**src/rtl/stream_pkg.sv**
```systemverilog
`default_nettype none

package stream_pkg;

    // ======================================================================
    // field widths
    // ======================================================================
    localparam int word_w = 16;
    localparam int op_w   = 2;
    localparam int len_w  = 6;
    localparam int key_w  = 8;
    localparam int kind_w = 2;

    // tagged fifo entry is {data, op, key, last}.
    localparam int entry_w = word_w + op_w + key_w + 1;

    // ======================================================================
    // codes
    // ======================================================================
    localparam logic [op_w-1:0] op_pass    = 2'd0;
    localparam logic [op_w-1:0] op_invert  = 2'd1;
    localparam logic [op_w-1:0] op_add_key = 2'd2;
    localparam logic [op_w-1:0] op_swap    = 2'd3; // byte swap.

    localparam logic [kind_w-1:0] kind_payload  = 2'd0;
    localparam logic [kind_w-1:0] kind_checksum = 2'd1;
    localparam logic [kind_w-1:0] kind_trailer  = 2'd2;

    // one input word, read as a header or as plain payload.
    typedef union packed {
        struct packed {
            logic [op_w-1:0]  op;
            logic [len_w-1:0] len;  // payload words that follow.
            logic [key_w-1:0] key;
        } hdr;
        logic [word_w-1:0] data;
    } frame_word_u;

endpackage

`default_nettype wire

```
**src/rtl/frame_parser.sv**
```systemverilog
`timescale 1ns/1ps
`default_nettype none

module frame_parser (
    input  logic                          clk,
    input  logic                          rst_n,
    input  logic                          in_valid,
    input  stream_pkg::frame_word_u       in_word,
    output logic                          push,
    output logic [stream_pkg::entry_w-1:0] entry
);

    import stream_pkg::*;

    logic             expect_hdr;   // next strobe is a header.
    logic [len_w-1:0] remaining;    // payload words still to come.
    logic [op_w-1:0]  cur_op;
    logic [key_w-1:0] cur_key;

    logic hdr_strobe;
    logic pay_strobe;
    logic last_word;

    assign hdr_strobe = in_valid && expect_hdr;
    assign pay_strobe = in_valid && !expect_hdr;
    assign last_word  = (remaining == len_w'(1));

    // ======================================================================
    // frame tracking
    // ======================================================================
    always_ff @(posedge clk or negedge rst_n) begin
        if (!rst_n) begin
            expect_hdr <= 1'b1;
            remaining  <= '0;
            push       <= 1'b0;
        end else begin
            push <= pay_strobe;
            if (hdr_strobe) begin
                // a zero-length header is dropped and we keep waiting.
                if (in_word.hdr.len != '0) begin
                    expect_hdr <= 1'b0;
                    remaining  <= in_word.hdr.len;
                end
            end else if (pay_strobe) begin
                remaining <= remaining - 1'b1;
                if (last_word) begin
                    expect_hdr <= 1'b1;
                end
            end
        end
    end

    // header fields held for the whole frame.
    always_ff @(posedge clk) begin
        if (hdr_strobe) begin
            cur_op  <= in_word.hdr.op;
            cur_key <= in_word.hdr.key;
        end
    end

    // ======================================================================
    // tagged entry
    // ======================================================================
    always_ff @(posedge clk) begin
        if (pay_strobe) begin
            entry <= {in_word.data, cur_op, cur_key, last_word};
        end
    end

endmodule

`default_nettype wire

```
**src/rtl/sync_fifo.sv**
```systemverilog
`timescale 1ns/1ps
`default_nettype none

module sync_fifo #(
    parameter int data_width  = 8,
    parameter int fifo_depth  = 8,
    parameter int afull_level = 6
) (
    input  logic                  clk,
    input  logic                  rst_n,
    input  logic                  wr_en,
    input  logic [data_width-1:0] wr_data,
    input  logic                  rd_en,
    output logic [data_width-1:0] rd_data,
    output logic                  empty,
    output logic                  almost_full,
    output logic                  overflow
);

    localparam int addr_w  = $clog2(fifo_depth);
    localparam int count_w = $clog2(fifo_depth + 1);

    localparam logic [addr_w-1:0]  last_addr = addr_w'(fifo_depth - 1);
    localparam logic [count_w-1:0] depth_cnt = count_w'(fifo_depth);
    localparam logic [count_w-1:0] afull_cnt = count_w'(afull_level);

    logic [data_width-1:0] mem [fifo_depth];
    logic [addr_w-1:0]     wr_ptr;
    logic [addr_w-1:0]     rd_ptr;
    logic [count_w-1:0]    count;

    logic full;
    logic rd_ok;
    logic wr_ok;

    // ======================================================================
    // status
    // ======================================================================
    assign full        = (count == depth_cnt);
    assign empty       = (count == '0);
    assign almost_full = (count >= afull_cnt);

    assign rd_ok = rd_en && !empty;
    // a pop in the same cycle frees the slot for a write into a full fifo.
    assign wr_ok = wr_en && (!full || rd_ok);

    // ======================================================================
    // pointers and count
    // ======================================================================
    always_ff @(posedge clk or negedge rst_n) begin
        if (!rst_n) begin
            wr_ptr <= '0;
            rd_ptr <= '0;
            count  <= '0;
        end else begin
            if (wr_ok) begin
                wr_ptr <= (wr_ptr == last_addr) ? '0 : wr_ptr + 1'b1;
            end
            if (rd_ok) begin
                rd_ptr <= (rd_ptr == last_addr) ? '0 : rd_ptr + 1'b1;
            end
            case ({wr_ok, rd_ok})
                2'b10:   count <= count + 1'b1;
                2'b01:   count <= count - 1'b1;
                default: count <= count;
            endcase
        end
    end

    // one pulse per rejected write.
    always_ff @(posedge clk or negedge rst_n) begin
        if (!rst_n) begin
            overflow <= 1'b0;
        end else begin
            overflow <= wr_en && !wr_ok;
        end
    end

    // ======================================================================
    // storage
    // ======================================================================
    always_ff @(posedge clk or negedge rst_n) begin
        if (!rst_n) begin
            for (int i = 0; i < fifo_depth; i++) begin
                mem[i] <= '0;
            end
        end else if (wr_ok) begin
            mem[wr_ptr] <= wr_data;
        end
    end

    // show-ahead read of the head word.
    assign rd_data = mem[rd_ptr];

endmodule

`default_nettype wire

```
**src/rtl/payload_transform.sv**
```systemverilog
`timescale 1ns/1ps
`default_nettype none

module payload_transform (
    input  logic                           clk,
    input  logic                           rst_n,
    input  logic                           empty,
    input  logic [stream_pkg::entry_w-1:0] head,
    output logic                           pop,
    output logic                           out_valid,
    output logic [stream_pkg::word_w-1:0]  out_word,
    output logic [stream_pkg::kind_w-1:0]  out_kind
);

    import stream_pkg::*;

    localparam logic [1:0] st_payload  = 2'd0;
    localparam logic [1:0] st_checksum = 2'd1;
    localparam logic [1:0] st_trailer  = 2'd2;

    logic [1:0] state;

    // head entry fields.
    logic [word_w-1:0] h_data;
    logic [op_w-1:0]   h_op;
    logic [key_w-1:0]  h_key;
    logic              h_last;

    logic [word_w-1:0] xform;
    logic [word_w-1:0] sum;        // running sum mod 2^16.
    logic [len_w-1:0]  pay_cnt;
    logic [op_w-1:0]   frame_op;   // kept for the trailer.

    assign {h_data, h_op, h_key, h_last} = head;

    assign pop = (state == st_payload) && !empty;

    // ======================================================================
    // word operation
    // ======================================================================
    always_comb begin
        case (h_op)
            op_pass:    xform = h_data;
            op_invert:  xform = ~h_data;
            op_add_key: xform = h_data + {{(word_w - key_w){1'b0}}, h_key};
            default:    xform = {h_data[7:0], h_data[15:8]};   // op_swap.
        endcase
    end

    // ======================================================================
    // control
    // ======================================================================
    always_ff @(posedge clk or negedge rst_n) begin
        if (!rst_n) begin
            state     <= st_payload;
            out_valid <= 1'b0;
            sum       <= '0;
            pay_cnt   <= '0;
        end else begin
            out_valid <= 1'b0;
            case (state)
                st_payload: begin
                    if (pop) begin
                        out_valid <= 1'b1;
                        sum       <= sum + xform;
                        pay_cnt   <= pay_cnt + 1'b1;
                        if (h_last) begin
                            state <= st_checksum;
                        end
                    end
                end
                st_checksum: begin
                    out_valid <= 1'b1;
                    state     <= st_trailer;
                end
                st_trailer: begin
                    out_valid <= 1'b1;
                    sum       <= '0;    // ready for the next frame.
                    pay_cnt   <= '0;
                    state     <= st_payload;
                end
                default: begin
                    state <= st_payload;
                end
            endcase
        end
    end

    // ======================================================================
    // output word
    // ======================================================================
    always_ff @(posedge clk) begin
        case (state)
            st_payload: begin
                if (pop) begin
                    out_word <= xform;
                    out_kind <= kind_payload;
                    frame_op <= h_op;
                end
            end
            st_checksum: begin
                out_word <= sum;
                out_kind <= kind_checksum;
            end
            st_trailer: begin
                out_word <= {frame_op, {(word_w - op_w - len_w){1'b0}}, pay_cnt};
                out_kind <= kind_trailer;
            end
            default: begin
                out_kind <= kind_payload;
            end
        endcase
    end

endmodule

`default_nettype wire

```
**src/rtl/frame_stream_top.sv**
```systemverilog
`timescale 1ns/1ps
`default_nettype none

module frame_stream_top #(
    parameter int fifo_depth  = 8,
    parameter int afull_level = 6
) (
    input  logic                          clk,
    input  logic                          rst_n,
    input  logic                          in_valid,
    input  stream_pkg::frame_word_u       in_word,
    output logic                          out_valid,
    output logic [stream_pkg::word_w-1:0] out_word,
    output logic [stream_pkg::kind_w-1:0] out_kind,
    output logic                          almost_full,
    output logic                          overflow
);

    import stream_pkg::*;

    // parser to fifo.
    logic               push;
    logic [entry_w-1:0] entry;

    // fifo to transform.
    logic               empty;
    logic [entry_w-1:0] head;
    logic               pop;

    // ======================================================================
    // pipeline
    // ======================================================================
    frame_parser u_parser (
        .clk      (clk),
        .rst_n    (rst_n),
        .in_valid (in_valid),
        .in_word  (in_word),
        .push     (push),
        .entry    (entry)
    );

    sync_fifo #(
        .data_width  (entry_w),
        .fifo_depth  (fifo_depth),
        .afull_level (afull_level)
    ) u_fifo (
        .clk         (clk),
        .rst_n       (rst_n),
        .wr_en       (push),
        .wr_data     (entry),
        .rd_en       (pop),
        .rd_data     (head),
        .empty       (empty),
        .almost_full (almost_full),
        .overflow    (overflow)
    );

    payload_transform u_transform (
        .clk       (clk),
        .rst_n     (rst_n),
        .empty     (empty),
        .head      (head),
        .pop       (pop),
        .out_valid (out_valid),
        .out_word  (out_word),
        .out_kind  (out_kind)
    );

endmodule

`default_nettype wire

```
**config.mk**
```make
export PLATFORM = sky130hd
export DESIGN_NAME = frame_stream_top
export DESIGN_NICKNAME = d
export VERILOG_FILES = /design/src/rtl/stream_pkg.sv /design/src/rtl/frame_parser.sv /design/src/rtl/sync_fifo.sv /design/src/rtl/payload_transform.sv /design/src/rtl/frame_stream_top.sv
export SDC_FILE = /design/constraint.sdc
export NUM_CORES = 1
export LEC_CHECK = 0
export BUFFER_PORTS_ARGS = -buffer_cell sky130_fd_sc_hd__clkbuf_2
export CORE_MARGIN = 2
export CORE_UTILIZATION = 45
export CTS_BUF_LIST = sky130_fd_sc_hd__clkbuf_4 sky130_fd_sc_hd__clkbuf_8
export CTS_CLUSTER_DIAMETER = 40
export CTS_CLUSTER_SIZE = 28
export DETAILED_ROUTE_END_ITERATION = 8
export PLACE_DENSITY = 0.73
export SLEW_MARGIN = 20
export SYNTH_ARGS = -nofsm -noshare
export SYNTH_HDL_FRONTEND = slang
export SYNTH_SLANG_ARGS = --single-unit
export TNS_END_PERCENT = 1
```
**constraint.sdc**
```tcl
create_clock -name clk -period 7.15 [get_ports clk]
set_input_delay 1.0725 -clock clk [delete_from_list [all_inputs] [get_ports clk]]
set_output_delay 1.0725 -clock clk [all_outputs]
set_load 0.01 [all_outputs]
```
==> metrics.md <==
| Metric | Value |
|---|---|
| Outcome | completed |
| Minimum clock period | 5590 ps |
| Reg2reg end | u_transform.sum[15]$_DFFE_PN0P_ |
| Clk buf depth | 3 |
| Achievable Freq | 0.179 GHz |
| Mapped Area | 0.0153 mm2 |
| Die ar. | 0.0354 mm2 |
| # port buffers | 39 |
| Busiest layer in global routing | met2 |
| Area grow syn2layout | 10.0% |
| Die Span Y | 188 um |
| Final wirelength | 31,700 um |
| Synth unique cells | 71 |
| Antenna violations before repair | 0 |
| CTS sink cnt | 317 |
| Least-Margin Pin Slew | 1020 ps |
| CP Class | flip-flop to flip-flop |
| Top-level port count | 40 |
| Met1 Use GR | 26.0% |
| Hold depth | 0 |
| Unrepaired setup endpoints after global routing | no |
| HP Class | flip-flop to flip-flop |
| Worst hold path startpoint | u_parser.cur_key[4]$_DFFE_PP_ |
| Worst slew margin | 32.1% |
| Max_cap viols | 0 |
| Reg clk slew, reported paths | 90 ps |
| Mean routed wirelength per cell | 19.7 um |
| Hold Crit Endpoint | u_parser.entry[5]$_DFFE_PP_ |
| Vias/cell | 5.68 |
| Core area | 0.0334 mm2 |
| Register-to-Register Path Depth | 19 |
| Resized Gates After CTS | 0 |
| Root Buffer | clkbuf_8 |
| CTS tree | yes |
| CP Data Required Time | 7620 ps |
| Fin Setup TNS | 0 ps |
| Initial Utilization | 45.7% |
| Register bit count reported by yosys | 317 |
| Rows | 67 |
| Count of final hold-check violations | 0 |
| Syn Area/Cell | 14.1 um2 |
| Met3 GRT Util | 2.59% |
| DP HPWL | 19,800 um |
| Crit path capture type | flip-flop |
| First-pass GRT wire length | 51,100 um |
| Clk Latency, worst-skew pair | 580 ps |
| Register area share after synthesis | 53.8% |
| Routed via count | 9,147 |
| Tot GR Track Use | 18.3% |
| Met2 Use GR | 29.2% |
| # DRC | 0 |
| Post-Syn Instances | 1,084 |
| CP max FO | 37 |
| Slew Limit Fails | 0 |
| Clock Skew | 37.1 ps |
| Overall die width | 188 um |
| Ys Warns | 0 |
| Share of cells above drive strength 1 | 36.4% |
| Post-synth EDFFs | 57 |
| # Post-CTS Setup Buffers | 0 |
| Ys async rst share | 82.0% |
| Final setup vio count | 0 |
| Antenna-violating nets left | 0 |
| Final net count | 1,189 |
| Htree depth | 2 |
| R2R Setup Slk | 1560 ps |
| CTS buffer count | 40 |
| Total gr overflow | 0 |
| Syn nets | 1,143 |
| Largest net degree at the start of global routing | 159 |
| Antenna cell count | 0 |
| Main synth FF type | dfrtp_1 |
| 1st-iter DRT viols | 553 |
| Crit path DAT | 6070 ps |
| GPL Wtd Cong | 0.869 |
| First drt pass iteration count | 5 |
| Reg-to-reg critical path startpoint | u_fifo.rd_ptr[0]$_DFFE_PN0P_ |
| Startpoint types | flip-flop |
| Vias in the first global route | 9,240 |
| Final period utilization | 78.2% |
| # hold bufs at CTS | 0 |
-- how the worst max path moves through the flow --
stage,endpoint,cells after the start,start,slack [ps]
after CTS,u_transform.sum[15]$_DFFE_PN0P_,19,u_fifo.rd_ptr[0]$_DFFE_PN0P_,1520
after global routing,u_transform.sum[15]$_DFFE_PN0P_,20,u_fifo.rd_ptr[0]$_DFFE_PN0P_,950
after detailed placement,u_transform.sum[15]$_DFFE_PN0P_,19,u_fifo.rd_ptr[0]$_DFFE_PN0P_,1570
final,u_transform.sum[15]$_DFFE_PN0P_,19,u_fifo.rd_ptr[0]$_DFFE_PN0P_,1560
after global placement,u_transform.sum[15]$_DFFE_PN0P_,19,u_fifo.rd_ptr[0]$_DFFE_PN0P_,1680
after floorplan,u_transform.sum[15]$_DFFE_PN0P_,26,u_fifo.rd_ptr[0]$_DFFE_PN0P_,1490
-- critical path: stages, from the launching register on --
cell and delay [ps]:
dfrtp_4 940, buf_4 400, mux4_2 540, mux2_2 280, ha_1 340, o21a_1 130
o21ai_0 280, a21oi_1 210, o21bai_1 210, xnor2_1 140, mux2i_1 110, ha_1 420
a21oi_1 100, o21a_1 220, o21a_1 110, a311oi_1 380, o221ai_1 210, xnor2_1 170
nand2b_1 150, mux2i_1 170
-- metal layers --
layer / vias to the layer above / part of all wire [%]
met4: 0 / 2.3
met5: - / 0
met3: 52 / 3.6
li1: 4168 / -
met2: 185 / 47
met1: 4742 / 47
-- Yosys cell counts, types with 5 or more instances --
master    number  area share, %
a211oi_1       7           0.34
a21o_1        11           0.54
a21oi_1       47            1.5
a221oi_1       7           0.40
a22o_1        18            1.0
and2_1         9           0.37
buf_2          9           0.29
buf_4          5           0.25
clkbuf_1      34           0.84
dfrtp_1      259             42
edfxtp_1      57             11
ha_1          37            3.0
inv_1         28           0.69
mux2_2       233             17
mux2i_1       18            1.2
mux4_1        11            1.9
mux4_2        43            6.3
nand2_1       52            1.3
nand3_1        6           0.20
nor2_1        41            1.0
nor3_1        11           0.36
o21a_1         9           0.44
o21ai_0       20           0.66
o21bai_1       5           0.25
xnor2_1       19            1.1
xor2_1         8           0.46
-- placed cells by master (no fill, tap or decap), drive strengths merged, types with 5 or more instances in the layout --
master,n
mux2,233
xor2,8
a21oi,47
ha,37
nor2,41
o211ai,5
dfrtp,259
nand2,52
a21o,11
and2,9
edfxtp,57
o21bai,5
clkinv,15
buf,19
inv,41
xnor2,19
a211oi,7
a22o,18
a221oi,7
o21ai,22
mux4,54
clkbuf,80
nand3,6
mux2i,20
o21a,9
nor3,11
-- metrics by stage --
| step | area [um2] | setup WS (ps) | utilization (%) | cells | hold WS, ps |
|---|---|---|---|---|---|
| final | 16800 | 1560 | 50.3 | 1609 | 408 |
| after global routing | 16800 | 952 | 50.3 | 1609 | 407 |
| after CTS | 16800 | 1520 | 50.3 | 1609 | 408 |
| after detailed placement | 16000 | 1570 | 47.7 | 1536 | 405 |
| after global placement | 16000 | 1680 | 47.7 | 1536 | 400 |
| after floorplan | 15300 | 1490 | - | 1084 | 400 |
-- cells by family (layout without fill, tap and decap cells) --
| logic type | count (synthesis) | count (layout) | synth area share (%) |
|---|---|---|---|
| AOI/OAI and AO/OA | 156 | 156 | 6.98 |
| buffers and inverters | 83 | 160 | 2.44 |
| adders and majority gates | 40 | 40 | 3.42 |
| xor gates and xnor gates | 27 | 27 | 1.55 |
| DFF | 317 | 317 | 53.8 |
| and+or+nand+nor | 154 | 154 | 4.99 |
| muxes | 307 | 307 | 26.8 |
-- registers in the layout, summed over array words and instances (netlist names) --
| name | flops |
|---|---|
| u_parser.remaining | 6 |
| u_transform.out_kind | 2 |
| u_parser.entry | 27 |
| u_fifo.mem | 216 |
| u_fifo.count | 4 |
| u_transform.out_valid | 1 |
| u_fifo.wr_ptr | 3 |
| u_parser.push | 1 |
| u_transform.state | 2 |
| u_fifo.rd_ptr | 3 |
| u_transform.frame_op | 2 |
| u_transform.sum | 16 |
| u_transform.pay_cnt | 6 |
| u_parser.cur_op | 2 |
| u_parser.expect_hdr | 1 |
| u_transform.out_word | 16 |
| u_parser.cur_key | 8 |
| u_fifo.overflow | 1 |
-- area by class of cell --
| cell class | count | area (um2) |
|---|---|---|
| Sequential cell | 317 | 8220 |
| Timing Repair Buffer | 57 | 353 |
| Multi-Input combinational cell | 684 | 6720 |
| Fill cell | 2839 | 16600 |
| Clock buffer | 42 | 572 |
| Clock inverter | 31 | 269 |
| Tap cell | 448 | 561 |
| Inverter | 30 | 113 |
Power is left out: the tool's default activity adds up to more than one toggle a clock period on the data nets, which glitch-free logic cannot reach.
